## config.mk

```make
export PLATFORM = sky130hd
export DESIGN_NAME = llc_mem_top
export DESIGN_NICKNAME = d
export VERILOG_FILES = /design/src/llc_pkg.sv /design/src/llc_mem_if.sv /design/src/llc_sram_sp.sv /design/src/llc_tag_store.sv /design/src/llc_data_store.sv /design/src/llc_way_select.sv /design/src/llc_mem_top.sv
export SDC_FILE = /design/constraint.sdc
export NUM_CORES = 2
export LEC_CHECK = 0
export BUFFER_PORTS_ARGS = -buffer_cell sky130_fd_sc_hd__buf_2
export CORE_MARGIN = 2
export CORE_UTILIZATION = 55
export DETAILED_ROUTE_END_ITERATION = 16
export PLACE_DENSITY = 0.76
export SYNTH_ARGS = -nofsm -noshare
export SYNTH_HDL_FRONTEND = slang
export SYNTH_SLANG_ARGS = --single-unit
```

## constraint.sdc

```tcl
create_clock -name clk -period 3.7 [get_ports clk]
set_input_delay 0.185 -clock clk [delete_from_list [all_inputs] [get_ports clk]]
set_output_delay 0.185 -clock clk [all_outputs]
set_load 0.01 [all_outputs]
```

## src/llc_pkg.sv

```systemverilog
////////////////////////////////////////////////////////////////////////////
// widths, types and tag-word layout shared by the LLC local memory blocks
////////////////////////////////////////////////////////////////////////////

package llc_pkg;

    parameter int LLC_SET_BITS = 4;
    parameter int LLC_SETS = 1 << LLC_SET_BITS;
    // way number is sized for up to 8 ways
    parameter int LLC_WAY_BITS = 3;
    parameter int LLC_WAYS = 4;
    parameter int LLC_TAG_BITS = 8;
    parameter int LLC_STATE_BITS = 3;
    parameter int OWNER_BITS = 2;
    parameter int LINE_BITS = 32;

    typedef logic [LLC_SET_BITS-1:0] llc_set_t;
    typedef logic [LLC_WAY_BITS-1:0] llc_way_t;
    typedef logic [LLC_TAG_BITS-1:0] llc_tag_t;
    typedef logic [LLC_STATE_BITS-1:0] llc_state_t;
    typedef logic [OWNER_BITS-1:0] owner_t;
    typedef logic [LINE_BITS-1:0] line_t;

    typedef enum logic [1:0] {
        OP_LOOKUP = 2'd0,
        OP_FILL = 2'd1,
        OP_SET_STATE = 2'd2,
        OP_SET_EVICT = 2'd3
    } llc_op_t;

    // tag-store word, msb to lsb: dirty, state, owner, tag
    parameter int MIXED_BITS = 1 + LLC_STATE_BITS + OWNER_BITS + LLC_TAG_BITS;
    parameter int MIXED_TAG_LO = 0;
    parameter int MIXED_TAG_HI = MIXED_TAG_LO + LLC_TAG_BITS - 1;
    parameter int MIXED_OWNER_LO = MIXED_TAG_HI + 1;
    parameter int MIXED_OWNER_HI = MIXED_OWNER_LO + OWNER_BITS - 1;
    parameter int MIXED_STATE_LO = MIXED_OWNER_HI + 1;
    parameter int MIXED_STATE_HI = MIXED_STATE_LO + LLC_STATE_BITS - 1;
    parameter int MIXED_DIRTY_INDEX = MIXED_STATE_HI + 1;

endpackage

```

## src/llc_mem_if.sv

```systemverilog
////////////////////////////////////////////////////////////////////////////
// one accepted request as seen by the tag store, data store and selector
////////////////////////////////////////////////////////////////////////////

`timescale 1ns/1ps

interface llc_mem_if;

    logic valid;
    llc_pkg::llc_op_t op;
    llc_pkg::llc_set_t set;
    llc_pkg::llc_way_t way;
    llc_pkg::llc_tag_t tag;
    llc_pkg::llc_state_t state;
    logic dirty;
    llc_pkg::owner_t owner;
    llc_pkg::line_t line;
    llc_pkg::llc_way_t evict_way;

    modport issue (
        output valid, op, set, way, tag, state, dirty, owner, line, evict_way
    );

    modport store (
        input valid, op, set, way, tag, state, dirty, owner, line, evict_way
    );

    // selector only needs what it must delay to meet the read data
    modport sel (
        input valid, op, tag
    );

endinterface

```

## src/llc_sram_sp.sv

```systemverilog
////////////////////////////////////////////////////////////////////////////
// behavioral single-port SRAM with bit write mask, read-first on a write
////////////////////////////////////////////////////////////////////////////

`timescale 1ns/1ps

module llc_sram_sp #(
    parameter int WIDTH = 8,
    parameter int DEPTH = 16
) (
    input logic clk,
    input logic ce,
    input logic we,
    input logic [$clog2(DEPTH)-1:0] addr,
    input logic [WIDTH-1:0] wdata,
    input logic [WIDTH-1:0] wmask,
    output logic [WIDTH-1:0] rdata
);

    logic [WIDTH-1:0] mem [DEPTH];

    // contents stay undefined until written, as in the macro
    always_ff @(posedge clk) begin
        if (ce) begin
            if (we) begin
                mem[addr] <= (mem[addr] & ~wmask) | (wdata & wmask);
            end
            rdata <= mem[addr];
        end
    end

endmodule

```

## src/llc_tag_store.sv

```systemverilog
////////////////////////////////////////////////////////////////////////////
// per-way tag/state/owner/dirty SRAMs and the per-set eviction pointers
////////////////////////////////////////////////////////////////////////////

`timescale 1ns/1ps

module llc_tag_store #(
    parameter int NUM_WAYS = llc_pkg::LLC_WAYS
) (
    input logic clk,
    input logic rst,
    llc_mem_if.store req,
    output logic [llc_pkg::MIXED_BITS-1:0] rd_mixed [NUM_WAYS],
    output llc_pkg::llc_way_t rd_evict_way
);

    logic [llc_pkg::MIXED_BITS-1:0] wr_word;
    logic [llc_pkg::MIXED_BITS-1:0] wr_mask;
    logic wr_tag;
    llc_pkg::llc_way_t evict_way_arr [llc_pkg::LLC_SETS];

    assign wr_tag = req.valid &&
        (req.op == llc_pkg::OP_FILL || req.op == llc_pkg::OP_SET_STATE);

    // field order matches the MIXED_* positions
    assign wr_word = {req.dirty, req.state, req.owner, req.tag};

    // set_state only touches state and dirty, like a flush
    always_comb begin
        wr_mask = '0;
        wr_mask[llc_pkg::MIXED_DIRTY_INDEX] = 1'b1;
        wr_mask[llc_pkg::MIXED_STATE_HI:llc_pkg::MIXED_STATE_LO] = '1;
        if (req.op == llc_pkg::OP_FILL) begin
            wr_mask[llc_pkg::MIXED_OWNER_HI:llc_pkg::MIXED_OWNER_LO] = '1;
            wr_mask[llc_pkg::MIXED_TAG_HI:llc_pkg::MIXED_TAG_LO] = '1;
        end
    end

    for (genvar i = 0; i < NUM_WAYS; i++) begin : g_way
        llc_sram_sp #(
            .WIDTH(llc_pkg::MIXED_BITS),
            .DEPTH(llc_pkg::LLC_SETS)
        ) mixed_sram (
            .clk(clk),
            .ce(req.valid),
            .we(wr_tag && req.way == llc_pkg::llc_way_t'(i)),
            .addr(req.set),
            .wdata(wr_word),
            .wmask(wr_mask),
            .rdata(rd_mixed[i])
        );
    end

    // a set_evict reports the pointer it just stored
    always_ff @(posedge clk or negedge rst) begin
        if (!rst) begin
            for (int s = 0; s < llc_pkg::LLC_SETS; s++) begin
                evict_way_arr[s] <= '0;
            end
            rd_evict_way <= '0;
        end else if (req.valid) begin
            if (req.op == llc_pkg::OP_SET_EVICT) begin
                evict_way_arr[req.set] <= req.evict_way;
                rd_evict_way <= req.evict_way;
            end else begin
                rd_evict_way <= evict_way_arr[req.set];
            end
        end
    end

endmodule

```

## src/llc_data_store.sv

```systemverilog
////////////////////////////////////////////////////////////////////////////
// per-way line SRAMs, all ways of a set read together on every request
////////////////////////////////////////////////////////////////////////////

`timescale 1ns/1ps

module llc_data_store #(
    parameter int NUM_WAYS = llc_pkg::LLC_WAYS
) (
    input logic clk,
    llc_mem_if.store req,
    output llc_pkg::line_t rd_line [NUM_WAYS]
);

    logic wr_line;

    assign wr_line = req.valid && req.op == llc_pkg::OP_FILL;

    for (genvar i = 0; i < NUM_WAYS; i++) begin : g_way
        // whole line written, so the mask is all ones
        llc_sram_sp #(
            .WIDTH(llc_pkg::LINE_BITS),
            .DEPTH(llc_pkg::LLC_SETS)
        ) line_sram (
            .clk(clk),
            .ce(req.valid),
            .we(wr_line && req.way == llc_pkg::llc_way_t'(i)),
            .addr(req.set),
            .wdata(req.line),
            .wmask({llc_pkg::LINE_BITS{1'b1}}),
            .rdata(rd_line[i])
        );
    end

endmodule

```

## src/llc_way_select.sv

```systemverilog
////////////////////////////////////////////////////////////////////////////
// tag compare and hit way choice, then a credited response buffer
////////////////////////////////////////////////////////////////////////////

`timescale 1ns/1ps

module llc_way_select #(
    parameter int NUM_WAYS = llc_pkg::LLC_WAYS,
    parameter int RSP_DEPTH = 2
) (
    input logic clk,
    input logic rst,
    llc_mem_if.sel req,
    input logic [llc_pkg::MIXED_BITS-1:0] rd_mixed [NUM_WAYS],
    input llc_pkg::line_t rd_line [NUM_WAYS],
    input llc_pkg::llc_way_t rd_evict_way,
    input logic rsp_credit,
    output logic rsp_valid,
    output llc_pkg::llc_op_t rsp_op,
    output logic rsp_hit,
    output llc_pkg::llc_way_t rsp_way,
    output llc_pkg::llc_state_t rsp_state,
    output logic rsp_dirty,
    output llc_pkg::owner_t rsp_owner,
    output llc_pkg::line_t rsp_line,
    output llc_pkg::llc_way_t rsp_evict_way,
    output logic req_credit
);

    localparam int RSP_BITS = 2 + 1 + 2 * llc_pkg::LLC_WAY_BITS + llc_pkg::LLC_STATE_BITS +
        1 + llc_pkg::OWNER_BITS + llc_pkg::LINE_BITS;
    localparam int PTR_BITS = (RSP_DEPTH > 1) ? $clog2(RSP_DEPTH) : 1;
    localparam int CNT_BITS = $clog2(RSP_DEPTH + 1);
    // consumer may hold at most 255 ungiven slots
    localparam int GNT_BITS = 8;

    logic s1_valid;
    llc_pkg::llc_op_t s1_op;
    llc_pkg::llc_tag_t s1_tag;
    logic hit;
    llc_pkg::llc_way_t hit_way;
    logic [llc_pkg::MIXED_BITS-1:0] hit_word;
    llc_pkg::line_t hit_line;
    logic [RSP_BITS-1:0] sel_rsp;
    logic s2_valid;
    logic [RSP_BITS-1:0] s2_rsp;
    logic [RSP_BITS-1:0] buf_mem [RSP_DEPTH];
    logic [PTR_BITS-1:0] wr_ptr;
    logic [PTR_BITS-1:0] rd_ptr;
    logic [CNT_BITS-1:0] count;
    logic [GNT_BITS-1:0] grants;
    logic [1:0] head_op;
    logic pop;

    // lowest valid way with a matching tag wins
    always_comb begin
        hit = 1'b0;
        hit_way = '0;
        hit_word = '0;
        hit_line = '0;
        for (int i = 0; i < NUM_WAYS; i++) begin
            if (!hit && s1_op == llc_pkg::OP_LOOKUP &&
                rd_mixed[i][llc_pkg::MIXED_TAG_HI:llc_pkg::MIXED_TAG_LO] == s1_tag &&
                rd_mixed[i][llc_pkg::MIXED_STATE_HI:llc_pkg::MIXED_STATE_LO] != '0) begin
                hit = 1'b1;
                hit_way = llc_pkg::llc_way_t'(i);
                hit_word = rd_mixed[i];
                hit_line = rd_line[i];
            end
        end
    end

    assign sel_rsp = {s1_op, hit, hit_way,
                      hit_word[llc_pkg::MIXED_STATE_HI:llc_pkg::MIXED_STATE_LO],
                      hit_word[llc_pkg::MIXED_DIRTY_INDEX],
                      hit_word[llc_pkg::MIXED_OWNER_HI:llc_pkg::MIXED_OWNER_LO],
                      hit_line, rd_evict_way};

    assign pop = (count != '0) && (grants != '0);
    assign rsp_valid = pop;
    assign req_credit = pop;
    assign {head_op, rsp_hit, rsp_way, rsp_state, rsp_dirty, rsp_owner, rsp_line,
            rsp_evict_way} = buf_mem[rd_ptr];
    assign rsp_op = llc_pkg::llc_op_t'(head_op);

    always_ff @(posedge clk) begin
        s1_op <= req.op;
        s1_tag <= req.tag;
        s2_rsp <= sel_rsp;
        if (s2_valid) begin
            buf_mem[wr_ptr] <= s2_rsp;
        end
    end

    always_ff @(posedge clk or negedge rst) begin
        if (!rst) begin
            s1_valid <= 1'b0;
            s2_valid <= 1'b0;
            wr_ptr <= '0;
            rd_ptr <= '0;
            count <= '0;
            grants <= '0;
        end else begin
            s1_valid <= req.valid;
            s2_valid <= s1_valid;
            if (s2_valid) begin
                wr_ptr <= (wr_ptr == PTR_BITS'(RSP_DEPTH - 1)) ? '0 : wr_ptr + 1'b1;
            end
            if (pop) begin
                rd_ptr <= (rd_ptr == PTR_BITS'(RSP_DEPTH - 1)) ? '0 : rd_ptr + 1'b1;
            end
            count <= count + CNT_BITS'(s2_valid) - CNT_BITS'(pop);
            grants <= grants + GNT_BITS'(rsp_credit) - GNT_BITS'(pop);
        end
    end

endmodule

```

## src/llc_mem_top.sv

```systemverilog
////////////////////////////////////////////////////////////////////////////
// LLC slice local memory top, credit flow control on both sides
////////////////////////////////////////////////////////////////////////////

`timescale 1ns/1ps

module llc_mem_top #(
    parameter int NUM_WAYS = llc_pkg::LLC_WAYS,
    parameter int RSP_DEPTH = 2
) (
    input logic clk,
    input logic rst,
    input logic req_valid,
    input llc_pkg::llc_op_t req_op,
    input llc_pkg::llc_set_t req_set,
    input llc_pkg::llc_way_t req_way,
    input llc_pkg::llc_tag_t req_tag,
    input llc_pkg::llc_state_t req_state,
    input logic req_dirty,
    input llc_pkg::owner_t req_owner,
    input llc_pkg::line_t req_line,
    input llc_pkg::llc_way_t req_evict_way,
    input logic rsp_credit,
    output logic rsp_valid,
    output llc_pkg::llc_op_t rsp_op,
    output logic rsp_hit,
    output llc_pkg::llc_way_t rsp_way,
    output llc_pkg::llc_state_t rsp_state,
    output logic rsp_dirty,
    output llc_pkg::owner_t rsp_owner,
    output llc_pkg::line_t rsp_line,
    output llc_pkg::llc_way_t rsp_evict_way,
    output logic req_credit
);

    llc_mem_if mem_if ();

    logic [llc_pkg::MIXED_BITS-1:0] rd_mixed [NUM_WAYS];
    llc_pkg::line_t rd_line [NUM_WAYS];
    llc_pkg::llc_way_t rd_evict_way;

    // requests are never refused, so they go straight to the stores
    assign mem_if.valid = req_valid;
    assign mem_if.op = req_op;
    assign mem_if.set = req_set;
    assign mem_if.way = req_way;
    assign mem_if.tag = req_tag;
    assign mem_if.state = req_state;
    assign mem_if.dirty = req_dirty;
    assign mem_if.owner = req_owner;
    assign mem_if.line = req_line;
    assign mem_if.evict_way = req_evict_way;

    llc_tag_store #(.NUM_WAYS(NUM_WAYS)) u_tag_store (
        .clk(clk),
        .rst(rst),
        .req(mem_if.store),
        .rd_mixed(rd_mixed),
        .rd_evict_way(rd_evict_way)
    );

    llc_data_store #(.NUM_WAYS(NUM_WAYS)) u_data_store (
        .clk(clk),
        .req(mem_if.store),
        .rd_line(rd_line)
    );

    llc_way_select #(.NUM_WAYS(NUM_WAYS), .RSP_DEPTH(RSP_DEPTH)) u_way_select (
        .clk(clk),
        .rst(rst),
        .req(mem_if.sel),
        .rd_mixed(rd_mixed),
        .rd_line(rd_line),
        .rd_evict_way(rd_evict_way),
        .rsp_credit(rsp_credit),
        .rsp_valid(rsp_valid),
        .rsp_op(rsp_op),
        .rsp_hit(rsp_hit),
        .rsp_way(rsp_way),
        .rsp_state(rsp_state),
        .rsp_dirty(rsp_dirty),
        .rsp_owner(rsp_owner),
        .rsp_line(rsp_line),
        .rsp_evict_way(rsp_evict_way),
        .req_credit(req_credit)
    );

endmodule

```

==> metrics.txt <==
area leader, netlist=edfxtp_1; power density cells=557 mW/mm2; synthesized area per cell=24.2 um2; DR WL/cell=37.6 um; P_leak=0.0454 uW; crit-path max cell delay=0.70 ns; RSZ-0062 raised after global routing=false; register clock-pin slew on the reported worst setup and hold paths=0.07 ns; NumNets Final=5783; clock buffer depth=4; Synth top area share=76.9%; total congestion overflow=0; Die Wd=482 um; # DRC=0; Post-DRT Antenna Nets=0; Worst Setup End Kind=flip-flop; CP Cell Sequence=xnor2_1 > nand4_1 > nor4_2 > buf_12 > buf_4 > a21oi_1 > a221o_1; num ports=111; Initial Utilization=55.3%; Worst EP required=4.51 ns; cell count after synthesis=5185; Yosys reg bits=3341; Cell variety after synth=38; maxcap violations=0; DR pass1 iterations=6; Placed Area=0.133 mm2; initial antenna violation count=25; min cycle time layout=3.16 ns; vias in the first global route=62700; crit share post-route=85.3%; Seq/Total Area, Yosys=79.1%; fmax=0.317 GHz; CTS buffer count=327; clk_skew=0.0627 ns; Synth async-reset ratio=1.95%; PostCTS Resize Cnt=0; filler instances=14000; CP Class=flip-flop to flip-flop; most common cell after layout, fill and taps aside=edfxtp_1; Top FF cell, synth=edfxtp_1; CTS tree=built; Final Util=63.1%; drt first-iter violations=10100; syn_nets=5263; Peak supply drop=563 uV; Post-synth EDFFs=3220; Buf/Inv on CP=2; Slew HR=6.25%; largest net degree at the start of global routing=133; CTS sink cnt=3341; Hold Crit Class=primary input to flip-flop; Worst-Margin Slew=1.40 ns; setup violators final=0; FP Rows=175; Port Buffers=109; first-pass GRT wire length=472000 um; status=completed; final RePlAce weighted congestion=0.818; slowest CP cell=nor4_2; Ys Warns=0; share of cells above drive strength 1=32.6%; Root Driver=clkbuf_16; vias per cell=6.89; kind of start point of the critical path=flip-flop; clk_lat worst skew=0.96 ns; # hold bufs at CTS=58; crit-path leading delay family=simple AND/OR/NAND/NOR gates; reg-to-reg slack, setup=0.54 ns; Synth-to-Final Area Change=14.0%; Die ar.=0.232 mm2; most frequent cells in the layout=3220 x edfxtp_1, 935 x mux4_2, 335 x clkbuf_16, 207 x buf_4, 104 x buf_2; cell area after layout=0.143 mm2; Arr. time, crit path=3.96 ns; core area=0.227 mm2; die extent in y=482 um; htree depth=5; post-CTS setup buffer count=0; GRT Util Overall=29.2%; routed vias=61700; Fin. Hold Viols=0; dpl hpwl=174000 um; Detailed Route WL=337000 um; Area contributors post-synth=edfxtp_1 77%, mux4_2 17%, dfrtp_1 1.3%; final max-slew violation count=0; Setup TNS=0 ns; Synth Cell Area=0.126 mm2; Crit Path Max Fanout=55
path summary, 6_finish.rpt:
kind / from / endpoint / cells after the start
hold / removal: req_line[14] / u_data_store.g_way[3].line_sram.mem[15][14] / 1
setup reg to reg: u_way_select.s1_tag[0] / u_way_select.s2_rsp[15] / 7
setup / recovery: u_way_select.s1_tag[0] / u_way_select.s2_rsp[15] / 7
min in group asynchronous: rst / u_tag_store.evict_way_arr[24] / 4
hold reg to reg: u_way_select.s1_valid / u_way_select.s2_valid / 0
max in group asynchronous: rst / u_tag_store.evict_way_arr[46] / 4
cells by family after synthesis:
logic type / after synthesis / synth area share (%)
other cells: 1 / 0.00298
fa+ha+maj: 16 / 0.165
xor+xnor: 42 / 0.293
mux: 1034 / 17.6
compound gates: 125 / 0.655
simple gates: 303 / 1.03
flops: 3341 / 79.1
buf+inv: 323 / 1.14
cells in the mapped netlist, types with 2 or more instances:
cell type	number
dfrtp_1	65
dfxtp_1	56
xnor2_1	17
buf_2	110
and2_1	2
nor2_1	159
mux2_2	94
nor4_1	7
a221o_1	35
inv_1	59
a222oi_1	3
nand4_1	6
clkbuf_1	126
o21ai_0	3
xor2_1	25
o21ai_1	40
nor2b_1	7
buf_6	9
or2_2	2
a21oi_1	41
mux4_2	935
nand3_1	46
nand2_1	62
buf_1	16
edfxtp_1	3220
mux2i_1	5
nor3_1	7
and4_1	2
ha_1	15
buf_4	3
power by group:
| group | internal [uW] | switching [uW] |
|---|---|---|
| sequential | 42300 | 547 |
| combinational | 2010 | 2800 |
| clock | 18400 | 13800 |
state kept, by name, summed over array words and instances, names as in the netlist:
register and flops:
u_data_store.g_way.line_sram.mem 2048, u_data_store.g_way.line_sram.rdata 128, u_tag_store.evict_way_arr 48, u_tag_store.g_way.mixed_sram.mem 896, u_tag_store.g_way.mixed_sram.rdata 56, u_tag_store.rd_evict_way 3, u_way_select.buf_mem 92, u_way_select.count 2
u_way_select.grants 8, u_way_select.rd_ptr 1, u_way_select.s1_op 2, u_way_select.s1_tag 8, u_way_select.s1_valid 1, u_way_select.s2_rsp 46, u_way_select.s2_valid 1, u_way_select.wr_ptr 1
through the flow:
step | worst slack (ns) | power, uW | hold slack (ns) | cells
finish | 0.544 | 79800 | 0.0575 | 8960
global route | 0.550 | 81600 | 0.0499 | 8954
CTS | 0.654 | 80100 | 0.0290 | 8948
detailed placement | 0.593 | 48300 | 0.308 | 8325
global placement | 0.662 | 48100 | 0.307 | 8325
floorplan | 0.636 | 46100 | -0.111 | 5185
per-layer routing:
layer	routed length, um	global-route usage [%]	vias to the layer above
met5	119	0	-
met4	17500	13.0	18
met3	38800	6.22	896
met2	167000	47.7	5041
met1	114000	38.2	32700
li1	-	-	23100
cell type report:
class,instances,area [um2],area share [%]
Sequential cell,3341,99400,69.4
Inverter,59,221,0.155
Multi-Input combinational cell,1521,25400,17.7
Tap cell,3009,3760,2.63
Clock inverter,134,1230,0.855
Clock buffer,431,8910,6.22
Antenna cell,10,25.0,0.0175
Timing Repair Buffer,455,4360,3.04
Power figures use the tool's default switching activity.
